$ cat src/include/ooo_core_cfg.svh
`ifndef OOO_CORE_CFG_SVH
`define OOO_CORE_CFG_SVH

// general-purpose register file
`define GPR_COUNT 16
`define GPR_IDX_SIZE 4
`define GPR_SIZE 32

// reorder buffer, the tag must address every entry
`define ROB_DEPTH 8
`define ROB_TAG_SIZE 3

// number of register stages in the multiply pipeline
`define MUL_LATENCY 3

`endif

$ cat src/source/ooo_core_pkg.sv
`default_nettype none

`include "ooo_core_cfg.svh"

package ooo_core_pkg;

    typedef logic [`GPR_IDX_SIZE-1:0] gpr_idx_t;
    typedef logic [`GPR_SIZE-1:0] gpr_value_t;
    typedef logic [`ROB_TAG_SIZE-1:0] rob_tag_t;
    typedef logic [`ROB_TAG_SIZE:0] rob_count_t; // counts 0 up to ROB_DEPTH
    typedef logic [15:0] imm_t;
    typedef logic [2:0] opcode_t;

    localparam opcode_t OP_ADD = 3'd0;
    localparam opcode_t OP_SUB = 3'd1;
    localparam opcode_t OP_AND = 3'd2;
    localparam opcode_t OP_XOR = 3'd3;
    localparam opcode_t OP_ADDI = 3'd4; // src1 plus sign-extended imm
    localparam opcode_t OP_MUL = 3'd5;

    typedef struct packed {
        opcode_t opcode;
        gpr_idx_t dest;
        gpr_idx_t src1;
        gpr_idx_t src2;
        imm_t imm;
    } instr_t;

    typedef struct packed {
        opcode_t opcode;
        rob_tag_t tag;
        gpr_value_t op_a;
        gpr_value_t op_b; // already holds the extended immediate for ADDI
    } issue_t;

    typedef struct packed {
        rob_tag_t tag;
        gpr_value_t value;
    } result_t;

    typedef struct packed {
        gpr_idx_t dest;
        gpr_value_t value;
    } commit_t;

endpackage

`default_nettype wire

$ cat src/source/regfile.sv
`timescale 1ns/100ps
`default_nettype none

`include "ooo_core_cfg.svh"

module regfile (
    input logic in_clk,
    input logic in_rst,
    input ooo_core_pkg::gpr_idx_t rd_idx_a,
    input ooo_core_pkg::gpr_idx_t rd_idx_b,
    output ooo_core_pkg::gpr_value_t rd_value_a,
    output ooo_core_pkg::gpr_value_t rd_value_b,
    input logic wr_en,
    input ooo_core_pkg::gpr_idx_t wr_idx,
    input ooo_core_pkg::gpr_value_t wr_value
);

    import ooo_core_pkg::*;

    gpr_value_t regs [`GPR_COUNT];
    logic hit_a;
    logic hit_b;

    // architectural state only changes when the reorder buffer commits
    always_ff @(posedge in_clk) begin
        if (in_rst) begin
            for (int i = 0; i < `GPR_COUNT; i++) begin
                regs[i] <= '0;
            end
        end else if (wr_en) begin
            regs[wr_idx] <= wr_value;
        end
    end

    assign hit_a = wr_en && (wr_idx == rd_idx_a); // consumer released by this commit
    assign hit_b = wr_en && (wr_idx == rd_idx_b);

    always_comb begin
        if (hit_a) begin
            rd_value_a = wr_value; // write-first so the fresh value is seen now
        end else begin
            rd_value_a = regs[rd_idx_a];
        end
    end

    always_comb begin
        if (hit_b) begin
            rd_value_b = wr_value;
        end else begin
            rd_value_b = regs[rd_idx_b];
        end
    end

endmodule

`default_nettype wire

$ cat src/source/dispatch_stage.sv
`timescale 1ns/100ps
`default_nettype none

`include "ooo_core_cfg.svh"

module dispatch_stage (
    input logic in_clk,
    input logic in_rst,
    input ooo_core_pkg::instr_t instr,
    input logic instr_valid,
    output logic instr_ready,
    output ooo_core_pkg::gpr_idx_t rd_idx_a,
    output ooo_core_pkg::gpr_idx_t rd_idx_b,
    input ooo_core_pkg::gpr_value_t rd_value_a,
    input ooo_core_pkg::gpr_value_t rd_value_b,
    output logic alloc_valid,
    output ooo_core_pkg::gpr_idx_t alloc_dest,
    input logic alloc_ready,
    input ooo_core_pkg::rob_tag_t alloc_tag,
    input logic commit_fire,
    input ooo_core_pkg::gpr_idx_t commit_dest,
    output ooo_core_pkg::issue_t issue,
    output logic issue_valid
);

    import ooo_core_pkg::*;

    rob_count_t inflight [`GPR_COUNT]; // uncommitted writes per register
    rob_count_t cnt_a;
    rob_count_t cnt_b;
    logic rel_a;
    logic rel_b;
    logic busy_a;
    logic busy_b;
    logic accept;
    gpr_value_t imm_ext;

    assign rd_idx_a = instr.src1;
    assign rd_idx_b = instr.src2;

    assign cnt_a = inflight[instr.src1];
    assign cnt_b = inflight[instr.src2];

    // the last pending write commits this cycle, so the bypass covers the read
    assign rel_a = commit_fire && (commit_dest == instr.src1) && (cnt_a == rob_count_t'(1));
    assign rel_b = commit_fire && (commit_dest == instr.src2) && (cnt_b == rob_count_t'(1));

    assign busy_a = (cnt_a != '0) && !rel_a;
    assign busy_b = (cnt_b != '0) && !rel_b && (instr.opcode != OP_ADDI); // ADDI has no src2

    assign instr_ready = alloc_ready && !busy_a && !busy_b && !in_rst;
    assign accept = instr_valid && instr_ready;

    assign alloc_valid = accept;
    assign alloc_dest = instr.dest;

    assign imm_ext = {{(`GPR_SIZE-16){instr.imm[15]}}, instr.imm};

    // scoreboard, an accept and a commit to the same register cancel out
    always_ff @(posedge in_clk) begin
        if (in_rst) begin
            for (int i = 0; i < `GPR_COUNT; i++) begin
                inflight[i] <= '0;
            end
        end else begin
            for (int i = 0; i < `GPR_COUNT; i++) begin
                if (accept && (instr.dest == gpr_idx_t'(i)) &&
                    !(commit_fire && (commit_dest == gpr_idx_t'(i)))) begin
                    inflight[i] <= inflight[i] + 1'b1;
                end else if (commit_fire && (commit_dest == gpr_idx_t'(i)) &&
                             !(accept && (instr.dest == gpr_idx_t'(i)))) begin
                    inflight[i] <= inflight[i] - 1'b1;
                end
            end
        end
    end

    always_ff @(posedge in_clk) begin
        if (in_rst) begin
            issue_valid <= 1'b0;
        end else begin
            issue_valid <= accept; // execute never back-pressures
        end
    end

    always_ff @(posedge in_clk) begin
        if (accept) begin
            issue.opcode <= instr.opcode;
            issue.tag <= alloc_tag;
            issue.op_a <= rd_value_a;
            issue.op_b <= (instr.opcode == OP_ADDI) ? imm_ext : rd_value_b;
        end
    end

endmodule

`default_nettype wire

$ cat src/source/execute_stage.sv
`timescale 1ns/100ps
`default_nettype none

`include "ooo_core_cfg.svh"

module execute_stage (
    input logic in_clk,
    input logic in_rst,
    input ooo_core_pkg::issue_t issue,
    input logic issue_valid,
    output ooo_core_pkg::result_t alu_result,
    output logic alu_valid,
    output ooo_core_pkg::result_t mul_result,
    output logic mul_valid
);

    import ooo_core_pkg::*;

    localparam int MUL_STAGES = `MUL_LATENCY;

    logic is_mul;
    gpr_value_t mul_low;
    logic mul_valid_q [MUL_STAGES];
    result_t mul_pipe [MUL_STAGES];

    assign is_mul = (issue.opcode == OP_MUL);
    assign mul_low = issue.op_a * issue.op_b; // only the low word of the product is kept

    always_ff @(posedge in_clk) begin
        if (in_rst) begin
            alu_valid <= 1'b0;
        end else begin
            alu_valid <= issue_valid && !is_mul; // unknown opcodes complete here with zero
        end
    end

    always_ff @(posedge in_clk) begin
        if (issue_valid) begin
            alu_result.tag <= issue.tag;
            case (issue.opcode)
                OP_ADD, OP_ADDI: alu_result.value <= issue.op_a + issue.op_b;
                OP_SUB: alu_result.value <= issue.op_a - issue.op_b;
                OP_AND: alu_result.value <= issue.op_a & issue.op_b;
                OP_XOR: alu_result.value <= issue.op_a ^ issue.op_b;
                default: alu_result.value <= '0;
            endcase
        end
    end

    // multiply pipeline takes a new operation every cycle
    always_ff @(posedge in_clk) begin
        if (in_rst) begin
            for (int i = 0; i < MUL_STAGES; i++) begin
                mul_valid_q[i] <= 1'b0;
            end
        end else begin
            mul_valid_q[0] <= issue_valid && is_mul;
            for (int i = 1; i < MUL_STAGES; i++) begin
                mul_valid_q[i] <= mul_valid_q[i-1];
            end
        end
    end

    always_ff @(posedge in_clk) begin
        mul_pipe[0].tag <= issue.tag;
        mul_pipe[0].value <= mul_low;
        for (int i = 1; i < MUL_STAGES; i++) begin
            mul_pipe[i] <= mul_pipe[i-1];
        end
    end

    assign mul_result = mul_pipe[MUL_STAGES-1];
    assign mul_valid = mul_valid_q[MUL_STAGES-1];

endmodule

`default_nettype wire

$ cat src/source/reorder_buffer.sv
`timescale 1ns/100ps
`default_nettype none

`include "ooo_core_cfg.svh"

module reorder_buffer (
    input logic in_clk,
    input logic in_rst,
    input logic alloc_valid,
    input ooo_core_pkg::gpr_idx_t alloc_dest,
    output logic alloc_ready,
    output ooo_core_pkg::rob_tag_t alloc_tag,
    input ooo_core_pkg::result_t alu_result,
    input logic alu_valid,
    input ooo_core_pkg::result_t mul_result,
    input logic mul_valid,
    output ooo_core_pkg::commit_t commit,
    output logic commit_valid,
    input logic commit_ready,
    output logic commit_fire,
    output logic wr_en,
    output ooo_core_pkg::gpr_idx_t wr_idx,
    output ooo_core_pkg::gpr_value_t wr_value
);

    import ooo_core_pkg::*;

    localparam int DEPTH = `ROB_DEPTH;

    gpr_idx_t dest_mem [DEPTH];
    gpr_value_t value_mem [DEPTH];
    logic done [DEPTH];
    rob_tag_t head;
    rob_tag_t tail;
    rob_count_t count;
    logic alloc_fire;

    function automatic rob_tag_t next_ptr(input rob_tag_t ptr);
        if (ptr == rob_tag_t'(DEPTH - 1)) begin
            return '0;
        end
        return ptr + 1'b1;
    endfunction

    assign alloc_ready = (count != rob_count_t'(DEPTH));
    assign alloc_tag = tail; // dispatch gets the slot in the same cycle
    assign alloc_fire = alloc_valid && alloc_ready;

    assign commit_valid = (count != '0) && done[head]; // results leave in program order
    assign commit.dest = dest_mem[head];
    assign commit.value = value_mem[head];
    assign commit_fire = commit_valid && commit_ready;

    assign wr_en = commit_fire;
    assign wr_idx = dest_mem[head];
    assign wr_value = value_mem[head];

    always_ff @(posedge in_clk) begin
        if (in_rst) begin
            head <= '0;
            tail <= '0;
            count <= '0;
        end else begin
            if (alloc_fire) begin
                tail <= next_ptr(tail);
            end
            if (commit_fire) begin
                head <= next_ptr(head);
            end
            if (alloc_fire && !commit_fire) begin
                count <= count + 1'b1;
            end else if (commit_fire && !alloc_fire) begin
                count <= count - 1'b1;
            end
        end
    end

    // the tail slot is free, so it never collides with a completing tag
    always_ff @(posedge in_clk) begin
        if (in_rst) begin
            for (int i = 0; i < DEPTH; i++) begin
                done[i] <= 1'b0;
            end
        end else begin
            if (alloc_fire) begin
                done[tail] <= 1'b0;
            end
            if (alu_valid) begin
                done[alu_result.tag] <= 1'b1;
            end
            if (mul_valid) begin
                done[mul_result.tag] <= 1'b1;
            end
        end
    end

    always_ff @(posedge in_clk) begin
        if (alloc_fire) begin
            dest_mem[tail] <= alloc_dest;
        end
        if (alu_valid) begin
            value_mem[alu_result.tag] <= alu_result.value;
        end
        if (mul_valid) begin
            value_mem[mul_result.tag] <= mul_result.value;
        end
    end

endmodule

`default_nettype wire

$ cat src/source/ooo_core_top.sv
`timescale 1ns/100ps
`default_nettype none

module ooo_core_top (
    input logic in_clk,
    input logic in_rst,
    input ooo_core_pkg::instr_t instr,
    input logic instr_valid,
    output logic instr_ready,
    output ooo_core_pkg::commit_t commit,
    output logic commit_valid,
    input logic commit_ready
);

    import ooo_core_pkg::*;

    gpr_idx_t rd_idx_a;
    gpr_idx_t rd_idx_b;
    gpr_value_t rd_value_a;
    gpr_value_t rd_value_b;
    logic wr_en;
    gpr_idx_t wr_idx;
    gpr_value_t wr_value;
    logic alloc_valid;
    gpr_idx_t alloc_dest;
    logic alloc_ready;
    rob_tag_t alloc_tag;
    logic commit_fire;
    issue_t issue;
    logic issue_valid;
    result_t alu_result;
    logic alu_valid;
    result_t mul_result;
    logic mul_valid;

    dispatch_stage u_dispatch (
        .in_clk(in_clk), .in_rst(in_rst),
        .instr(instr), .instr_valid(instr_valid), .instr_ready(instr_ready),
        .rd_idx_a(rd_idx_a), .rd_idx_b(rd_idx_b),
        .rd_value_a(rd_value_a), .rd_value_b(rd_value_b),
        .alloc_valid(alloc_valid), .alloc_dest(alloc_dest),
        .alloc_ready(alloc_ready), .alloc_tag(alloc_tag),
        .commit_fire(commit_fire), .commit_dest(commit.dest),
        .issue(issue), .issue_valid(issue_valid)
    );

    regfile u_regfile (
        .in_clk(in_clk), .in_rst(in_rst),
        .rd_idx_a(rd_idx_a), .rd_idx_b(rd_idx_b),
        .rd_value_a(rd_value_a), .rd_value_b(rd_value_b),
        .wr_en(wr_en), .wr_idx(wr_idx), .wr_value(wr_value)
    );

    execute_stage u_execute (
        .in_clk(in_clk), .in_rst(in_rst),
        .issue(issue), .issue_valid(issue_valid),
        .alu_result(alu_result), .alu_valid(alu_valid),
        .mul_result(mul_result), .mul_valid(mul_valid)
    );

    reorder_buffer u_rob (
        .in_clk(in_clk), .in_rst(in_rst),
        .alloc_valid(alloc_valid), .alloc_dest(alloc_dest),
        .alloc_ready(alloc_ready), .alloc_tag(alloc_tag),
        .alu_result(alu_result), .alu_valid(alu_valid),
        .mul_result(mul_result), .mul_valid(mul_valid),
        .commit(commit), .commit_valid(commit_valid), .commit_ready(commit_ready),
        .commit_fire(commit_fire),
        .wr_en(wr_en), .wr_idx(wr_idx), .wr_value(wr_value)
    );

endmodule

`default_nettype wire

$ cat config.mk
export PLATFORM = sky130hd
export DESIGN_NAME = ooo_core_top
export DESIGN_NICKNAME = d
export VERILOG_FILES = /design/src/source/ooo_core_pkg.sv /design/src/source/regfile.sv /design/src/source/dispatch_stage.sv /design/src/source/execute_stage.sv /design/src/source/reorder_buffer.sv /design/src/source/ooo_core_top.sv
export VERILOG_INCLUDE_DIRS = /design/src /design/src/include
export SDC_FILE = /design/constraint.sdc
export NUM_CORES = 2
export LEC_CHECK = 0
export ABC_AREA = 1
export ABC_CLOCK_PERIOD_IN_PS = 15100
export BUFFER_PORTS_ARGS = -buffer_cell sky130_fd_sc_hd__buf_4
export CORE_ASPECT_RATIO = 0.9
export CORE_MARGIN = 1.5
export CORE_UTILIZATION = 60
export DETAILED_ROUTE_END_ITERATION = 6
export PLACE_DENSITY = 0.74
export SLEW_MARGIN = 20
export SYNTH_ARGS = -nofsm -noshare
export SYNTH_HDL_FRONTEND = slang
export SYNTH_HIERARCHICAL = 1
export SYNTH_SLANG_ARGS = --single-unit
$ cat constraint.sdc
create_clock -name in_clk -period 15.1 [get_ports in_clk]
set_input_delay 2.265 -clock in_clk [delete_from_list [all_inputs] [get_ports in_clk]]
set_output_delay 2.265 -clock in_clk [all_outputs]
set_load 0.02 [all_outputs]
==> metrics.md <==
| Metric | Value |
|---|---|
| Crit path max-delay cell type | `edfxtp_1` |
| Startpoint Class | `flip-flop` |
| Vias in the first global route | `62500` |
| Cell area after synthesis | `76200 sq um` |
| Detail Placement HPWL | `between 150 and 200 mm` |
| TritonCTS clock tree | `yes` |
| Critical-path cell list | `nand2_1 > fa_1 > inv_1 > fa_1 > inv_1 > fa_1 > inv_1 > fa_1 > fa_1 > fa_1 > fa_1 > inv_1 > fa_1 > inv_1 > ha_1 > nand2_1 > nor4_1 > nand2_1 > o211ai_1 > a21oi_1 > nand3_1 > nand2_1` |
| Max VDD drop | `0.000228 V` |
| Final nets | `9713` |
| Initial antenna violation count | `10` |
| CP endpoint kind | `flip-flop` |
| Dominant cells by area after synthesis | `edfxtp_1 38%, nand2_1 15%, fa_1 11%` |
| GPL Wtd Cong | `0.986` |
| Clock sink count | `1100` |
| Synthesized area per cell | `8.10 sq um` |
| FMAX | `134 MHz` |
| First-pass GRT wire length | `371 mm` |
| Leak Pwr | `37.6 nW` |
| DR vias | `65900` |
| TritonCTS Buffers | `113` |
| Clk pwr share | `29.7%` |
| Max_cap viols | `0` |
| GRT overflow | `0` |
| Crit-path max FO | `22` |
| Rel. slew slack | `roughly 15%` |
| Critical path's top delay family | `adder cells` |
| CP Class | `reg -> reg` |
| Post-CTS setup buffer count | `0` |
| Post-synth EDFFs | `969` |
| DIE HEIGHT | `341 microns` |
| RSZ-0062 raised after global routing | `no` |
| Worst path max stage delay | `1.05 ns` |
| Share of the yosys chip area belonging to registers | `between 40% and 50%` |
| Share of cells above drive strength 1 | `between 5 and 6%` |
| Share of power burned in combinational logic | `33.2%` |
| Num ports | `73` |
| Area delta synth->final | `5.60%` |
| Status | `finished with violations` |
| DRC viols | `2` |
| Setup-failing EPs final | `0` |
| CP Data Arrival Time | `between 8 and 9 ns` |
| Vias per inst | `~6.1` |
| Cells after synthesis | `9402` |
| FF+latch count, synth | `between 1000 and 1500` |
| Internal | `6.35 mW` |
| Critical Path RT | `15.74 ns` |
| I/O Buffers | `72` |
| Most frequent CP cell | `fa_1` |
| Fin crit share | `49.5%` |
| Sw power | `~3.5 mW` |
| Post-CTS Hold Fix Bufs | `0` |
| Tot GR Track Use | `38.3%` |
| Asr flop ratio synth | `0%` |
| Tot Pwr | `9.88 mW` |
| Pwr Density | `~120 nW/um^2` |
| Clk pin slew, worst setup/hold paths | `about 0.06 ns` |
| Total core area | `125000 sq um` |
| Final ANT Viol Nets | `0` |
| Largest net degree at the start of global routing | `between 100 and 150` |
| Worst hold path class | `reg -> reg` |
| Starting DRC count in detailed routing | `~11000` |
| Initial core utilization | `60.7%` |
| Sw Share | `35.8%` |
| CTS Root Cell | `clkbuf_16` |
| Fin. max-slew vios | `0` |
| Final hold vios | `0` |
| Synth cell types | `59` |
| Top_reg_cell synth | `edfxtp_1` |
| Warnings from Yosys | `6` |
| Setup Total Neg Slack | `0 ns` |
| Die area | `around 130000 sq um` |
| Leading cell type in the layout, fill and taps excluded | `nand2_1` |
| Synth top area share | `38.2%` |
| Average wire per standard cell | `around 23 microns` |
| Die extent in x | `379 microns` |
| WP buf/inv | `5` |
| Cts repair resizes | `0` |
| First-pass detailed-route iteration total | `7` |
| Fill count | `10300` |
| Min Clock Period, post-route | `7.48 ns` |
| Syn_nets | `10100` |
| Total Routed Length | `249 mm` |
| Actual slew at the worst max-slew pin | `around 1.3 ns` |
| Max H-tree Level | `3` |
| # rows | `123` |
| Most frequent cells in the layout | `3000 x nand2_1, 1052 x inv_1, 969 x edfxtp_1` |
| Sequential share of power | `37.1%` |
| Violated checks | `DRC` |
| Worst Clk Skew | `0.0721 ns` |
| CTS max path bufs | `3` |
| Worst skew pair latency | `0.79 ns` |
| Cell accounting for the most synthesized area | `edfxtp_1` |
through the flow:
| stage | cells | setup slack (ns) | instance area [sq um] | util, % | hold WS [ns] |
|---|---|---|---|---|---|
| 4_1_cts | 10800 | 7.79 | 80400 | 64.1 | 0.315 |
| 5_1_grt | 10800 | 7.10 | 80400 | 64.1 | 0.321 |
| 2_1_floorplan | 9402 | 8.45 | 76200 | - | 0.310 |
| 3_3_place_gp | 10600 | 7.89 | 76500 | 61.0 | 0.311 |
| 3_5_place_dp | 10600 | 7.79 | 76500 | 61.0 | 0.312 |
| 6_report | 10800 | 7.62 | 80400 | 64.1 | 0.326 |
state kept, by name (all words and copies together), names as in the netlist, named ones only:
signal	cells
u_dispatch/inflight	64
u_dispatch/issue	70
u_dispatch/issue_valid	1
u_execute/alu_result	35
u_execute/alu_valid	1
u_execute/mul_pipe	105
u_execute/mul_valid_q	3
u_regfile/regs	512
u_rob/alloc_tag	3
u_rob/count	4
u_rob/dest_mem	32
u_rob/done	8
u_rob/head	3
u_rob/value_mem	256
final timing paths:
check / startpoint / end / slack [ns] / cells past startpoint
worst max register to register: u_dispatch/issue[14] / u_execute/mul_pipe[0][31] / 7.62 / 22
worst min-delay path: u_execute/mul_pipe[0][12] / u_execute/mul_pipe[0][47] / 0.33 / 0
worst max-delay path: u_dispatch/issue[14] / u_execute/mul_pipe[0][31] / 7.62 / 22
worst min register to register: u_execute/mul_pipe[0][12] / u_execute/mul_pipe[0][47] / 0.33 / 0
cell usage after synthesis (all sizes together), types with 11 or more instances:
cell type     n
a21oi       103
a22oi        30
buf         411
clkbuf      262
dfxtp       131
edfxtp      969
fa          425
ha          226
inv        1084
nand2      3035
nand3       984
nand4        46
nor2        899
nor3         39
o21ai       491
o22ai        76
or2          11
xnor2        31
xor2         84
layout make-up:
| class | count | area (sq um) | area share [%] |
|---|---|---|---|
| Tap cell | 1687 | 2110 | 2.62 |
| Clock inverter | 65 | 813 | 1.01 |
| Sequential cell | 1100 | 31700 | 39.4 |
| Multi-Input combinational cell | 6540 | 37200 | 46.2 |
| Inverter | 1089 | 4110 | 5.11 |
| Timing Repair Buffer | 183 | 1410 | 1.75 |
| Antenna cell | 7 | 17.5 | 0.0218 |
| Clock buffer | 145 | 3050 | 3.80 |
metal layers:
layer | part of all wire, % | global-route usage [%] | wire length (microns) | up-vias
li1 | - | - | - | 29100
met1 | 37 | 52.2 | 91300 | 31000
met2 | 42 | 55.0 | 104000 | 4849
met3 | 16 | 12.0 | 39700 | 853
met4 | 5.4 | 19.3 | 13400 | 20
met5 | 0.13 | 1.15 | 311 | -
power groups by stage:
stage          combinational, mW  clock, mW  sequential [mW]
6_report                    3.28       2.94             3.67
5_1_grt                     3.61       3.07             3.68
4_1_cts                     3.20       2.95             3.66
3_5_place_dp                3.18          0             3.72
3_3_place_gp                3.08          0             3.72
2_1_floorplan               2.31          0             3.63
cell families (layout without fill, tap and decap cells):
kind of cell | after synthesis | count (layout) | synth area share [%]
adders and majority gates | 651 | 651 | 14.9
and+or+nand+nor | 5033 | 5033 | 27.0
AOI/OAI and AO/OA | 740 | 740 | 5.30
DFF | 1100 | 1100 | 41.7
other | 0 | 7 | 0
buffers and inverters | 1762 | 1482 | 9.82
xor gates and xnor gates | 116 | 116 | 1.35
No activity file was read; power rests on OpenSTA's default activity.
